===== config.mk =====
export PLATFORM = sky130hd
export DESIGN_NAME = fsqrt_array
export DESIGN_NICKNAME = d
export VERILOG_FILES = /design/src/rtl/fsqrt_pkg.sv /design/src/rtl/fsqrt_array.sv /design/src/rtl/fsqrt_collect.sv /design/src/rtl/fsqrt_unit.sv /design/src/rtl/fsqrt_mant_iter.sv /design/src/rtl/fsqrt_dispatch.sv
export SDC_FILE = /design/constraint.sdc
export NUM_CORES = 1
export LEC_CHECK = 0
export ABC_AREA = 1
export BUFFER_PORTS_ARGS = -buffer_cell sky130_fd_sc_hd__buf_2
export CAP_MARGIN = 20
export CELL_PAD_IN_SITES_DETAIL_PLACEMENT = 1
export CELL_PAD_IN_SITES_GLOBAL_PLACEMENT = 1
export CORE_UTILIZATION = 35
export CTS_BUF_LIST = sky130_fd_sc_hd__clkbuf_8
export DETAILED_ROUTE_END_ITERATION = 8
export PLACE_DENSITY = 0.57
export RECOVER_POWER = 25
export REMOVE_ABC_BUFFERS = 1
export SLEW_MARGIN = 20
export SYNTH_ARGS = -nofsm -noshare
export SYNTH_HDL_FRONTEND = slang
export SYNTH_SLANG_ARGS = --single-unit
export TNS_END_PERCENT = 100

===== constraint.sdc =====
create_clock -name CLK -period 3.2 [get_ports CLK]
set_clock_uncertainty 0.2 [all_clocks]
set_input_delay 0.64 -clock CLK [delete_from_list [all_inputs] [get_ports CLK]]
set_output_delay 0.64 -clock CLK [all_outputs]
set_load 0.01 [all_outputs]

===== src/rtl/fsqrt_pkg.sv =====
package fsqrt_pkg;

   // single precision word layout
   localparam int FP_W  = 32;            // whole word
   localparam int EXP_W = 8;             // biased exponent field
   localparam int MAN_W = 23;            // stored fraction, no hidden bit
   localparam int SIG_W = MAN_W + 1;     // fraction plus hidden bit

   // radicand is twice the root width, so the root comes out SIG_W wide
   localparam int RAD_W = 2 * SIG_W;

   localparam int EXP_BIAS = 127;        // ieee 754 single bias

   // array of iterative cores
   localparam int N_UNITS    = 4;
   localparam int UNIT_IDX_W = $clog2(N_UNITS);   // round-robin pointer

   // one root bit per step
   localparam int ITER_CNT = SIG_W;

   // iteration controller
   typedef enum logic [1:0]
   {
      ST_IDLE,    // waiting for go
      ST_ITER,    // shifting out root bits
      ST_DONE     // root ready, single cycle
   } iter_state_t;

endpackage

===== src/rtl/fsqrt_array.sv =====
`timescale 1ns/10ps

module fsqrt_array (
   input  logic                         CLK,
   input  logic                         arst_n,
   input  logic [fsqrt_pkg::FP_W-1:0]   in_data,
   input  logic                         in_valid,
   output logic                         in_ready,
   output logic [fsqrt_pkg::FP_W-1:0]   out_data,
   output logic                         out_valid,
   input  logic                         out_ready
);
   import fsqrt_pkg::*;

   logic [FP_W-1:0]                 op_data;          // shared operand bus
   logic [N_UNITS-1:0]              unit_start;
   logic [N_UNITS-1:0]              unit_busy;
   logic [N_UNITS-1:0][FP_W-1:0]    unit_res;
   logic [N_UNITS-1:0]              unit_res_valid;
   logic [N_UNITS-1:0]              unit_take;

   fsqrt_dispatch fsqrt_dispatch_i (
      .CLK        (CLK),
      .arst_n     (arst_n),
      .in_data    (in_data),
      .in_valid   (in_valid),
      .unit_busy  (unit_busy),
      .in_ready   (in_ready),
      .op_data    (op_data),
      .unit_start (unit_start)
   );

   // identical iterative cores
   for (genvar i = 0; i < N_UNITS; i++)
   begin : g_unit
      fsqrt_unit fsqrt_unit_i (
         .CLK       (CLK),
         .arst_n    (arst_n),
         .start     (unit_start[i]),
         .op_data   (op_data),
         .take      (unit_take[i]),
         .busy      (unit_busy[i]),
         .res       (unit_res[i]),
         .res_valid (unit_res_valid[i])
      );
   end

   fsqrt_collect fsqrt_collect_i (
      .CLK            (CLK),
      .arst_n         (arst_n),
      .unit_res       (unit_res),
      .unit_res_valid (unit_res_valid),
      .out_ready      (out_ready),
      .unit_take      (unit_take),
      .out_data       (out_data),
      .out_valid      (out_valid)
   );

endmodule


===== src/rtl/fsqrt_collect.sv =====
`timescale 1ns/10ps

module fsqrt_collect (
   input  logic                                             CLK,
   input  logic                                             arst_n,
   input  logic [fsqrt_pkg::N_UNITS-1:0][fsqrt_pkg::FP_W-1:0] unit_res,
   input  logic [fsqrt_pkg::N_UNITS-1:0]                    unit_res_valid,
   input  logic                                             out_ready,
   output logic [fsqrt_pkg::N_UNITS-1:0]                    unit_take,
   output logic [fsqrt_pkg::FP_W-1:0]                       out_data,
   output logic                                             out_valid
);
   import fsqrt_pkg::*;

   logic [UNIT_IDX_W-1:0] ptr;         // unit whose result is due next
   logic                  room;        // output register free by the next edge
   logic                  load;

   // empty, or emptied by a handshake this cycle
   assign room = ~out_valid | out_ready;
   assign load = room & unit_res_valid[ptr];

   // take strobe back to the pointed unit
   always_comb
   begin
      unit_take = '0;
      if (load)
      begin
         unit_take[ptr] = 1'b1;
      end
   end

   // pointer and valid
   always_ff @(posedge CLK or negedge arst_n)
   begin
      if (!arst_n)
      begin
         ptr       <= '0;
         out_valid <= 1'b0;
      end
      else
      begin
         if (load)
         begin
            out_valid <= 1'b1;
            if (ptr == UNIT_IDX_W'(N_UNITS - 1))
            begin
               ptr <= '0;
            end
            else
            begin
               ptr <= ptr + 1'b1;    // same rotation as the dispatcher
            end
         end
         else if (out_valid && out_ready)
         begin
            out_valid <= 1'b0;    // drained, nothing new behind it
         end
      end
   end

   // output word only changes on a load, so it is stable while out_valid waits
   always_ff @(posedge CLK)
   begin
      if (load)
      begin
         out_data <= unit_res[ptr];
      end
   end

endmodule


===== src/rtl/fsqrt_unit.sv =====
`timescale 1ns/10ps

module fsqrt_unit (
   input  logic                         CLK,
   input  logic                         arst_n,
   input  logic                         start,
   input  logic [fsqrt_pkg::FP_W-1:0]   op_data,
   input  logic                         take,
   output logic                         busy,
   output logic [fsqrt_pkg::FP_W-1:0]   res,
   output logic                         res_valid
);
   import fsqrt_pkg::*;

   logic [FP_W-1:0]         op_reg;      // operand, stable until the next start
   logic                    go_r;        // start delayed one edge
   logic                    iter_go;
   logic                    sgn;
   logic [EXP_W-1:0]        exp_in;
   logic                    exp_nz;      // hidden bit, low for zero or subnormal
   logic signed [EXP_W+1:0] exp_unb;     // unbiased exponent
   logic signed [EXP_W+1:0] exp_half;    // floor of half
   logic [EXP_W-1:0]        exp_res;
   logic                    exp_odd;
   logic [SIG_W-1:0]        sig;
   logic [RAD_W-1:0]        radicand;
   logic [SIG_W-1:0]        root;
   logic                    iter_done;
   iter_state_t             iter_state;
   logic [FP_W-1:0]         res_nxt;

   // field split
   assign sgn    = op_reg[FP_W-1];          // passes straight through
   assign exp_in = op_reg[FP_W-2 -: EXP_W];
   assign exp_nz = |exp_in;
   assign sig    = {exp_nz, op_reg[MAN_W-1:0]};

   // exponent path, unbias, halve, rebias
   assign exp_unb  = signed'({2'b00, exp_in}) - (EXP_W+2)'(EXP_BIAS);
   assign exp_half = exp_unb >>> 1;    // arithmetic, rounds toward -inf
   assign exp_res  = EXP_W'(exp_half + (EXP_W+2)'(EXP_BIAS));
   assign exp_odd  = exp_unb[0];

   // odd exponent gets the extra left shift
   // so the radicand always carries an even power of two
   always_comb
   begin
      if (exp_odd)
      begin
         radicand = {sig, {(RAD_W-SIG_W){1'b0}}};
      end
      else
      begin
         radicand = {1'b0, sig, {(RAD_W-SIG_W-1){1'b0}}};
      end
   end

   // only kick the core when it sits idle
   assign iter_go = go_r && (iter_state == ST_IDLE);

   fsqrt_mant_iter fsqrt_mant_iter_i (
      .CLK      (CLK),
      .arst_n   (arst_n),
      .go       (iter_go),
      .radicand (radicand),
      .root     (root),
      .done     (iter_done),
      .state    (iter_state)
   );

   // truncated root, zero exponent flushes to signed zero
   assign res_nxt = {sgn, exp_res & {EXP_W{exp_nz}}, root[MAN_W-1:0] & {MAN_W{exp_nz}}};

   // handshake state
   always_ff @(posedge CLK or negedge arst_n)
   begin
      if (!arst_n)
      begin
         go_r      <= 1'b0;
         busy      <= 1'b0;
         res_valid <= 1'b0;
      end
      else
      begin
         go_r <= start;
         if (take)
         begin
            busy <= 1'b0;    // free again once collected
         end
         else if (start)
         begin
            busy <= 1'b1;
         end
         if (take)
         begin
            res_valid <= 1'b0;
         end
         else if (iter_done)
         begin
            res_valid <= 1'b1;    // held until the collector takes it
         end
      end
   end

   // operand and result words
   always_ff @(posedge CLK)
   begin
      if (start)
      begin
         op_reg <= op_data;
      end
      if (iter_done)
      begin
         res <= res_nxt;
      end
   end

endmodule


===== src/rtl/fsqrt_mant_iter.sv =====
`timescale 1ns/10ps

module fsqrt_mant_iter (
   input  logic                            CLK,
   input  logic                            arst_n,
   input  logic                            go,
   input  logic [fsqrt_pkg::RAD_W-1:0]     radicand,
   output logic [fsqrt_pkg::SIG_W-1:0]     root,
   output logic                            done,
   output fsqrt_pkg::iter_state_t          state
);
   import fsqrt_pkg::*;

   logic [$clog2(ITER_CNT)-1:0] step_cnt;   // steps taken so far
   logic [RAD_W-1:0]            rad_sh;     // radicand, top pair brought down each step
   logic [SIG_W+1:0]            rem;        // partial remainder, at most 2*root
   logic [SIG_W+3:0]            rem_sh;     // remainder with next pair appended
   logic [SIG_W+3:0]            trial;      // root followed by 01
   logic [SIG_W+3:0]            diff;
   logic                        fits;       // trial subtraction stays nonnegative
   logic                        load;

   assign load = go && (state == ST_IDLE);

   // one restoring step
   assign rem_sh = {rem, rad_sh[RAD_W-1 -: 2]};
   assign trial  = {2'b00, root, 2'b01};
   assign diff   = rem_sh - trial;
   assign fits   = ~diff[SIG_W+3];    // sign of the difference

   assign done = (state == ST_DONE);    // single cycle, state leaves DONE next edge

   // controller
   always_ff @(posedge CLK or negedge arst_n)
   begin
      if (!arst_n)
      begin
         state    <= ST_IDLE;
         step_cnt <= '0;
      end
      else
      begin
         case (state)
            ST_IDLE:
            begin
               if (go)
               begin
                  state    <= ST_ITER;
                  step_cnt <= '0;
               end
            end
            ST_ITER:
            begin
               step_cnt <= step_cnt + 1'b1;
               if (step_cnt == ($clog2(ITER_CNT))'(ITER_CNT - 1))
               begin
                  state <= ST_DONE;    // last root bit lands this edge
               end
            end
            default:
            begin
               state <= ST_IDLE;
            end
         endcase
      end
   end

   // datapath
   always_ff @(posedge CLK)
   begin
      if (load)
      begin
         rad_sh <= radicand;
         rem    <= '0;
         root   <= '0;
      end
      else if (state == ST_ITER)
      begin
         rad_sh <= {rad_sh[RAD_W-3:0], 2'b00};
         rem    <= fits ? diff[SIG_W+1:0] : rem_sh[SIG_W+1:0];    // restore on miss
         root   <= {root[SIG_W-2:0], fits};
      end
   end

endmodule


===== src/rtl/fsqrt_dispatch.sv =====
`timescale 1ns/10ps

module fsqrt_dispatch (
   input  logic                              CLK,
   input  logic                              arst_n,
   input  logic [fsqrt_pkg::FP_W-1:0]        in_data,
   input  logic                              in_valid,
   input  logic [fsqrt_pkg::N_UNITS-1:0]     unit_busy,
   output logic                              in_ready,
   output logic [fsqrt_pkg::FP_W-1:0]        op_data,
   output logic [fsqrt_pkg::N_UNITS-1:0]     unit_start
);
   import fsqrt_pkg::*;

   logic [UNIT_IDX_W-1:0] ptr;       // next unit in the rotation
   logic                  accept;    // input handshake this cycle

   // strict rotation, never skip a busy unit
   // otherwise results would need tags to come back in order
   assign in_ready = ~unit_busy[ptr];
   assign accept   = in_valid & in_ready;

   // shared operand bus, only the started unit samples it
   assign op_data = in_data;

   // one-hot start strobe for the pointed unit
   always_comb
   begin
      unit_start = '0;
      if (accept)
      begin
         unit_start[ptr] = 1'b1;
      end
   end

   // pointer moves on every accepted operand
   always_ff @(posedge CLK or negedge arst_n)
   begin
      if (!arst_n)
      begin
         ptr <= '0;
      end
      else if (accept)
      begin
         if (ptr == UNIT_IDX_W'(N_UNITS - 1))
         begin
            ptr <= '0;    // wrap
         end
         else
         begin
            ptr <= ptr + 1'b1;
         end
      end
   end

endmodule


======== Word-level counts from Yosys, hierarchy flattened ========
Cells that the tools add are included.
word-level totals
  flip-flop bits (word level) ............. 725
  memory bits (writable) .................. 0
  logic and storage cells ................. 217
  bits in read-only memories .............. 0
  bits in latches ......................... 0
  input bits .............................. 36
  memories kept ........................... 0
cells by class
  mux-type cells .......................... 68
  add/sub/neg operators ................... 18
  multipliers ............................. 0
  bitwise gates (word level) .............. 17
  shift operators ......................... 0
  divide/modulo/power cells ............... 0
  equal/unequal tests ..................... 22
  reductions and logical operators ........ 44
  $lt $le $gt $ge ......................... 4
operator list
  cell                                              number
  2-to-1 mux 48 bit                                 12
  subtractor 28 x 26 -> 28 bit                      4
  2-to-1 mux 26 bit                                 4
  AND 23 bit                                        4
  binary-select mux 32 bit (select 2 bit)           1
  case mux 5 bit (2 select lines)                   4
  subtractor 8 x 7 -> 9 bit, second input constant  4
  nonzero test 2 bit                                17
  adder 8 bit, second input constant                4
  AND 8 bit                                         4
  2-to-1 mux 32 bit                                 1
  OR reduction 8 bit                                4
  2-to-1 mux 1 bit                                  22
  adder 5 x 1 -> 5 bit, second input constant       4
  == test 5 bit, second input constant              4
  2-to-1 mux 2 bit                                  10
  2-to-1 mux 5 bit                                  4
  inequality test 2 bit, second input constant      8
  case mux 2 bit (2 select lines)                   4
  AND reduction 2 bit                               8
  == test 2 bit, second input constant              6
  logical AND 1 bit                                 11
  == test 2 x 1 -> 1 bit, second input constant     4
  zero test 2 bit                                   4
  9 further kinds                                   21

======== Longest topological paths before layout ========
  depth after elaboration ................. 7
  depth in mapped cells ................... 17
  depth with buffers taken out ............ 16

======== By module ========
Synthesis repeated with hierarchy kept, for this count alone.
unflattened totals
  cells, all modules ...................... 5111
  area, all modules ....................... 39740.6 um^2
by module, submodules not included
  module                                                           cells an instance  seq. area each (um^2)  area each (um^2)  times used
  fsqrt_mant_iter at g_unit[0].fsqrt_unit_i.fsqrt_mant_iter_i ...  935                2617.5                 6396.1            3
  fsqrt_unit                                                       269                1996.9                 2905.3            4
  fsqrt_mant_iter at g_unit[3].fsqrt_unit_i.fsqrt_mant_iter_i      919                2617.5                 6337.3            1
  fsqrt_collect                                                    247                1036.0                 2124.5            1
  fsqrt_dispatch                                                   64                 50.0                   469.2             1

======== Least setup slack after synthesis ========
Ideal clock, no wire load.
  kind .................................... register -> register
  from .................................... register fsqrt_dispatch_i.ptr[0]
  to ...................................... register g_unit[3].fsqrt_unit_i.op_reg[0] (enable)
  library setup time ...................... 0.424 ns
  setup slack ............................. 0.166 ns
  arrival ................................. 2.410 ns
  data required time ...................... 2.576 ns
  path buffers ............................ 0
  stages on the path, launching flop included .. 6
  cell sequence ........................... dfrtp_1 o21ai_0 a21oi_1 a21oi_1 nand2_1 nor2_1
between the ends
  word-level cells in the longest chain between the ends .. 5
  elaborated cells between the ends (all ways) .. 10
  classes of those cells .................. 2 x order compare; 5 x mux; 2 x bitwise; 1 x reduce/logical
RTL lines
  element                                 RTL line              source
  start, declared                         fsqrt_dispatch.sv:15  logic [UNIT_IDX_W-1:0] ptr;
  start signal, assigned                  fsqrt_dispatch.sv:51  ptr <= ptr + 1'b1;
  binary-select mux 1 bit (select 2 bit)  fsqrt_dispatch.sv:20  assign in_ready = ~unit_busy[ptr];
  2-to-1 mux 1 bit (implied by the code)  fsqrt_dispatch.sv:20
  inverter 1 bit                          fsqrt_dispatch.sv:20
  net in_ready                            fsqrt_array.sv:8      output logic in_ready,
  AND 1 bit                               fsqrt_dispatch.sv:21  assign accept = in_valid & in_ready;
  2-to-1 mux 4 bit                        fsqrt_dispatch.sv:30  if (accept)
  net g_unit[3].fsqrt_unit_i.start        fsqrt_unit.sv:6       input logic start,
  end signal, assigned                    fsqrt_unit.sv:110     op_reg <= op_data;
  end, declared                           fsqrt_unit.sv:15      logic [FP_W-1:0] op_reg;
The timed path passes the listed nets, and every way through them passes these cells. The select of a mux whose other input is x is not followed.
A chain may end at the register's enable or synchronous reset.

======== Worst setup path after layout ========
  from .................................... register g_unit[1].fsqrt_unit_i.fsqrt_mant_iter_i.root[16] (netlist name)
  to ...................................... register g_unit[1].fsqrt_unit_i.fsqrt_mant_iter_i.rem[21]
between the ends
  word-level cells in the longest chain between the ends .. 2
RTL lines
  element                       RTL line               source
  start, declared               fsqrt_mant_iter.sv:8   output logic [fsqrt_pkg::SIG_W-1:0] root,
  start signal, assigned        fsqrt_mant_iter.sv:81  root <= {root[SIG_W-2:0], fits};
  subtractor 28 x 26 -> 28 bit  fsqrt_mant_iter.sv:28  assign diff = rem_sh - trial;
  2-to-1 mux 26 bit             fsqrt_mant_iter.sv:80  rem <= fits ? diff[SIG_W+1:0] : rem_sh[SIG_W+1:0];
  end signal, assigned          fsqrt_mant_iter.sv:80
  end, declared                 fsqrt_mant_iter.sv:16  logic [SIG_W+1:0] rem;
Every way passes these cells.

==> metrics.yaml <==
status:
  status: "finished with violations"
  violations: "max-capacitance violations, max-slew violations"
clock_tree:
  clockBufferDepth: 3
  clk_latency_ns: 0.80
  numCtsBuffers: 113
  clk_pin_slew_ns: 0.07
  root_buffer: "clkbuf_8"
  cts_tree: "done"
  clock-sinks: 633
  post_cts_buffers: 0
  hold_buffers: 34
  ctsResizeCount: 0
  htree_levels: 3
sta:
  maxSlewHeadroom_pct: -44.59
  min_period_ns: 2.823
  finalCritPeriodShare_pct: 88.23
  worst-slew-pin-transition_ns: 2.169
  fmax_mhz: 354.2
  finalSetupViolations: 0
  maxSlewViolCount: 28
  rsz0062_at_grt: "false"
  hold_viol: 0
final_layout:
  final_common_cell: "nand2_1"
  fillCellCount: 10850
  final_cell_mix: "nand2_1 (850), inv_1 (547), nor2_1 (410)"
  postLayoutCoreUtil_pct: 40.44
  area_growth_pct: 13.85
  stdcell_count: 5205
  drive_gt1_share_pct: 8.122
  fin_nets: 4093
setup_path:
  path_buf_inv: 2
  critical_path_class: "reg2reg"
  required_ns: 3.74
  cp_max_fo: 13
  crit_family: "simple AND/OR/NAND/NOR gates"
  cpMostUsedCell: "nand2_1"
  worst_setup_path_end_kind: "register"
  arrival_ns: 3.36
  max_stage_delay_ns: 0.39
  path_cells: "inv_1 > ha_1 > a21oi_1 > o21ai_0 > inv_1 > nand2_1 > a21oi_4 > nand2_4 > nand2_2 > nand2_2 > nand2_1 > nand3_1 > nand2_1"
  cp_slowest_cell: "ha_1"
  startpoint_type: "register"
min_path:
  hold_class: "in2reg"
floorplan:
  rows: 110
  die_area_mm2: 0.09314
  initial_core_util_pct: 35.53
  fp.coreArea_mm2: 0.09056
  dieWidth_um: 305.2
  die_y_um: 305.2
  num_io_pins: 70
routing:
  routedWlPerCell_um: 20.01
  antenna_left: 0
  wirelength_um: 104200
  drt-initial-drc-count: 1206
  vias: 26150
  drtPass1Iterations: 5
  drc: 0
  drt-vias-per-instance: 5.024
pwr:
  leakagePower_uw: 0.01610
  power.density_mw_per_mm2: 1287
  vdd_drop_max_mv: 0.8665
yosys:
  yosys_register_bits: 633
  synth_cells: 3765
  syn_area_per_cell_um2: 8.545
  yosysSeqAreaShare_pct: 52.16
  synth-edff-count: 388
  async_reset_ff_share_pct: 7.109
  ys_types: 50
  synth-main-ff-cell: "edfxtp_1"
  synth-warning-count: 0
  syn-cell-area_mm2: 0.03217
place:
  dp_hpwl_um: 75970
  portBuffers: 69
  gp_congestion: 0.8746
  dp_cells: 4960
global_route:
  grt_util_all_layers_pct: 22.40
  antenna_found_initial: 5
  grt_overflow: 0
  grt_pass1_vias: 27260
  grt_max_degree: 50
  grt_pass1_wl_um: 161500
job:
  cap_violations: 1
## path summary, 6_finish.rpt
path	from	slack (ns)	depth (start not counted)	to
min reg2reg	g_unit[1].fsqrt_unit_i.op_reg[31]	0.22	0	g_unit[1].fsqrt_unit_i.res[31]
max reg2reg	register	0.38	13	register
max in group asynchronous	arst_n	0.66	2	g_unit[2].fsqrt_unit_i.res_valid
min in group asynchronous	arst_n	0.83	2	asynchronous set/reset pin
max	register	0.38	13	register
min	in_valid	0.19	4	fsqrt_dispatch_i.ptr[1]
## Yosys cell counts (4+ instances only)
cell | n | share of area [%]
nand2_1 | 851 | 9.9
inv_1 | 515 | 6.0
nor2_1 | 417 | 4.9
edfxtp_1 | 388 | 36
nand3_1 | 290 | 4.5
o22ai_1 | 213 | 4.1
dfxtp_1 | 200 | 12
a21oi_1 | 176 | 2.7
o21ai_0 | 136 | 2.1
ha_1 | 124 | 4.8
clkbuf_1 | 81 | 0.95
dfrtp_1 | 45 | 3.5
xnor2_1 | 41 | 1.1
xor2_1 | 40 | 1.1
nand4_1 | 32 | 0.62
o211ai_1 | 22 | 0.51
nor3_1 | 21 | 0.33
buf_2 | 14 | 0.22
nand2_2 | 13 | 0.25
buf_6 | 11 | 0.39
nand2_4 | 11 | 0.39
or2_2 | 11 | 0.21
nand3b_1 | 10 | 0.23
a31oi_1 | 8 | 0.16
a21o_1 | 7 | 0.16
clkinv_1 | 7 | 0.082
nand3_2 | 7 | 0.22
o21a_1 | 7 | 0.16
o31ai_1 | 7 | 0.16
nor2_2 | 6 | 0.12
o21ai_1 | 6 | 0.093
o21bai_1 | 6 | 0.14
and2_1 | 5 | 0.097
buf_4 | 5 | 0.12
nor3b_1 | 4 | 0.093
nor4_1 | 4 | 0.078
## metal layers
metal / routed length (um) / track usage [%] / share of wire (%) / vias up
met5: 0 / 0 / 0 / -
met4: 3026 / 7.351 / 2.9 / 0
met3: 3905 / 3.473 / 3.7 / 164
met2: 47990 / 36.84 / 46 / 390
met1: 49230 / 30.09 / 47 / 12660
li1: - / - / - / 12940
## cell families after synthesis
kind of cell / synth area share, %
mux: 0.03111
xor+xnor: 2.205
fa+ha+maj: 4.822
flops: 52.16
simple gates: 22.24
buf+inv: 7.813
compound gates: 10.73
## cell type report
| type | count | area, um^2 | area share (%) |
|---|---|---|---|
| Clock inverter | 84 | 555.5 | 1.517 |
| Sequential cell | 633 | 16780 | 45.82 |
| Timing Repair Buffer | 167 | 1200 | 3.276 |
| Inverter | 524 | 1967 | 5.370 |
| Multi-Input combinational cell | 2494 | 12940 | 35.32 |
| Tap cell | 1176 | 1471 | 4.017 |
| Antenna cell | 3 | 7.507 | 0.02050 |
| Clock buffer | 124 | 1707 | 4.659 |
## report_power, final
part           internal, uW  switching, uW
registers             12200           1500
clock network          4010           3710
logic                  8670          17100
total                 24800          22300
## worst min-delay path, cell delays in order
cell and delay [ns]:
buf_2 0.08, nand2_1 0.08, inv_1 0.18, o21ai_0 0.10
## metrics by stage
stage | hold WS [ns] | setup WS, ns | cell area (um^2) | setup TNS, ns | total power, uW
after floorplan | 0.1444 | -0.6472 | 31630 | -159.05 | 31390
after global placement | 0.2010 | 0.3649 | 34100 | 0 | 39550
after detailed placement | 0.2063 | 0.3417 | 34100 | 0 | 39820
after CTS | 0.09831 | 0.3291 | 36700 | 0 | 47830
after global routing | 0.2273 | 0.1475 | 36620 | 0 | 51520
final | 0.1916 | 0.3767 | 36630 | 0 | 47130
No activity file was read; power rests on OpenSTA's default activity.
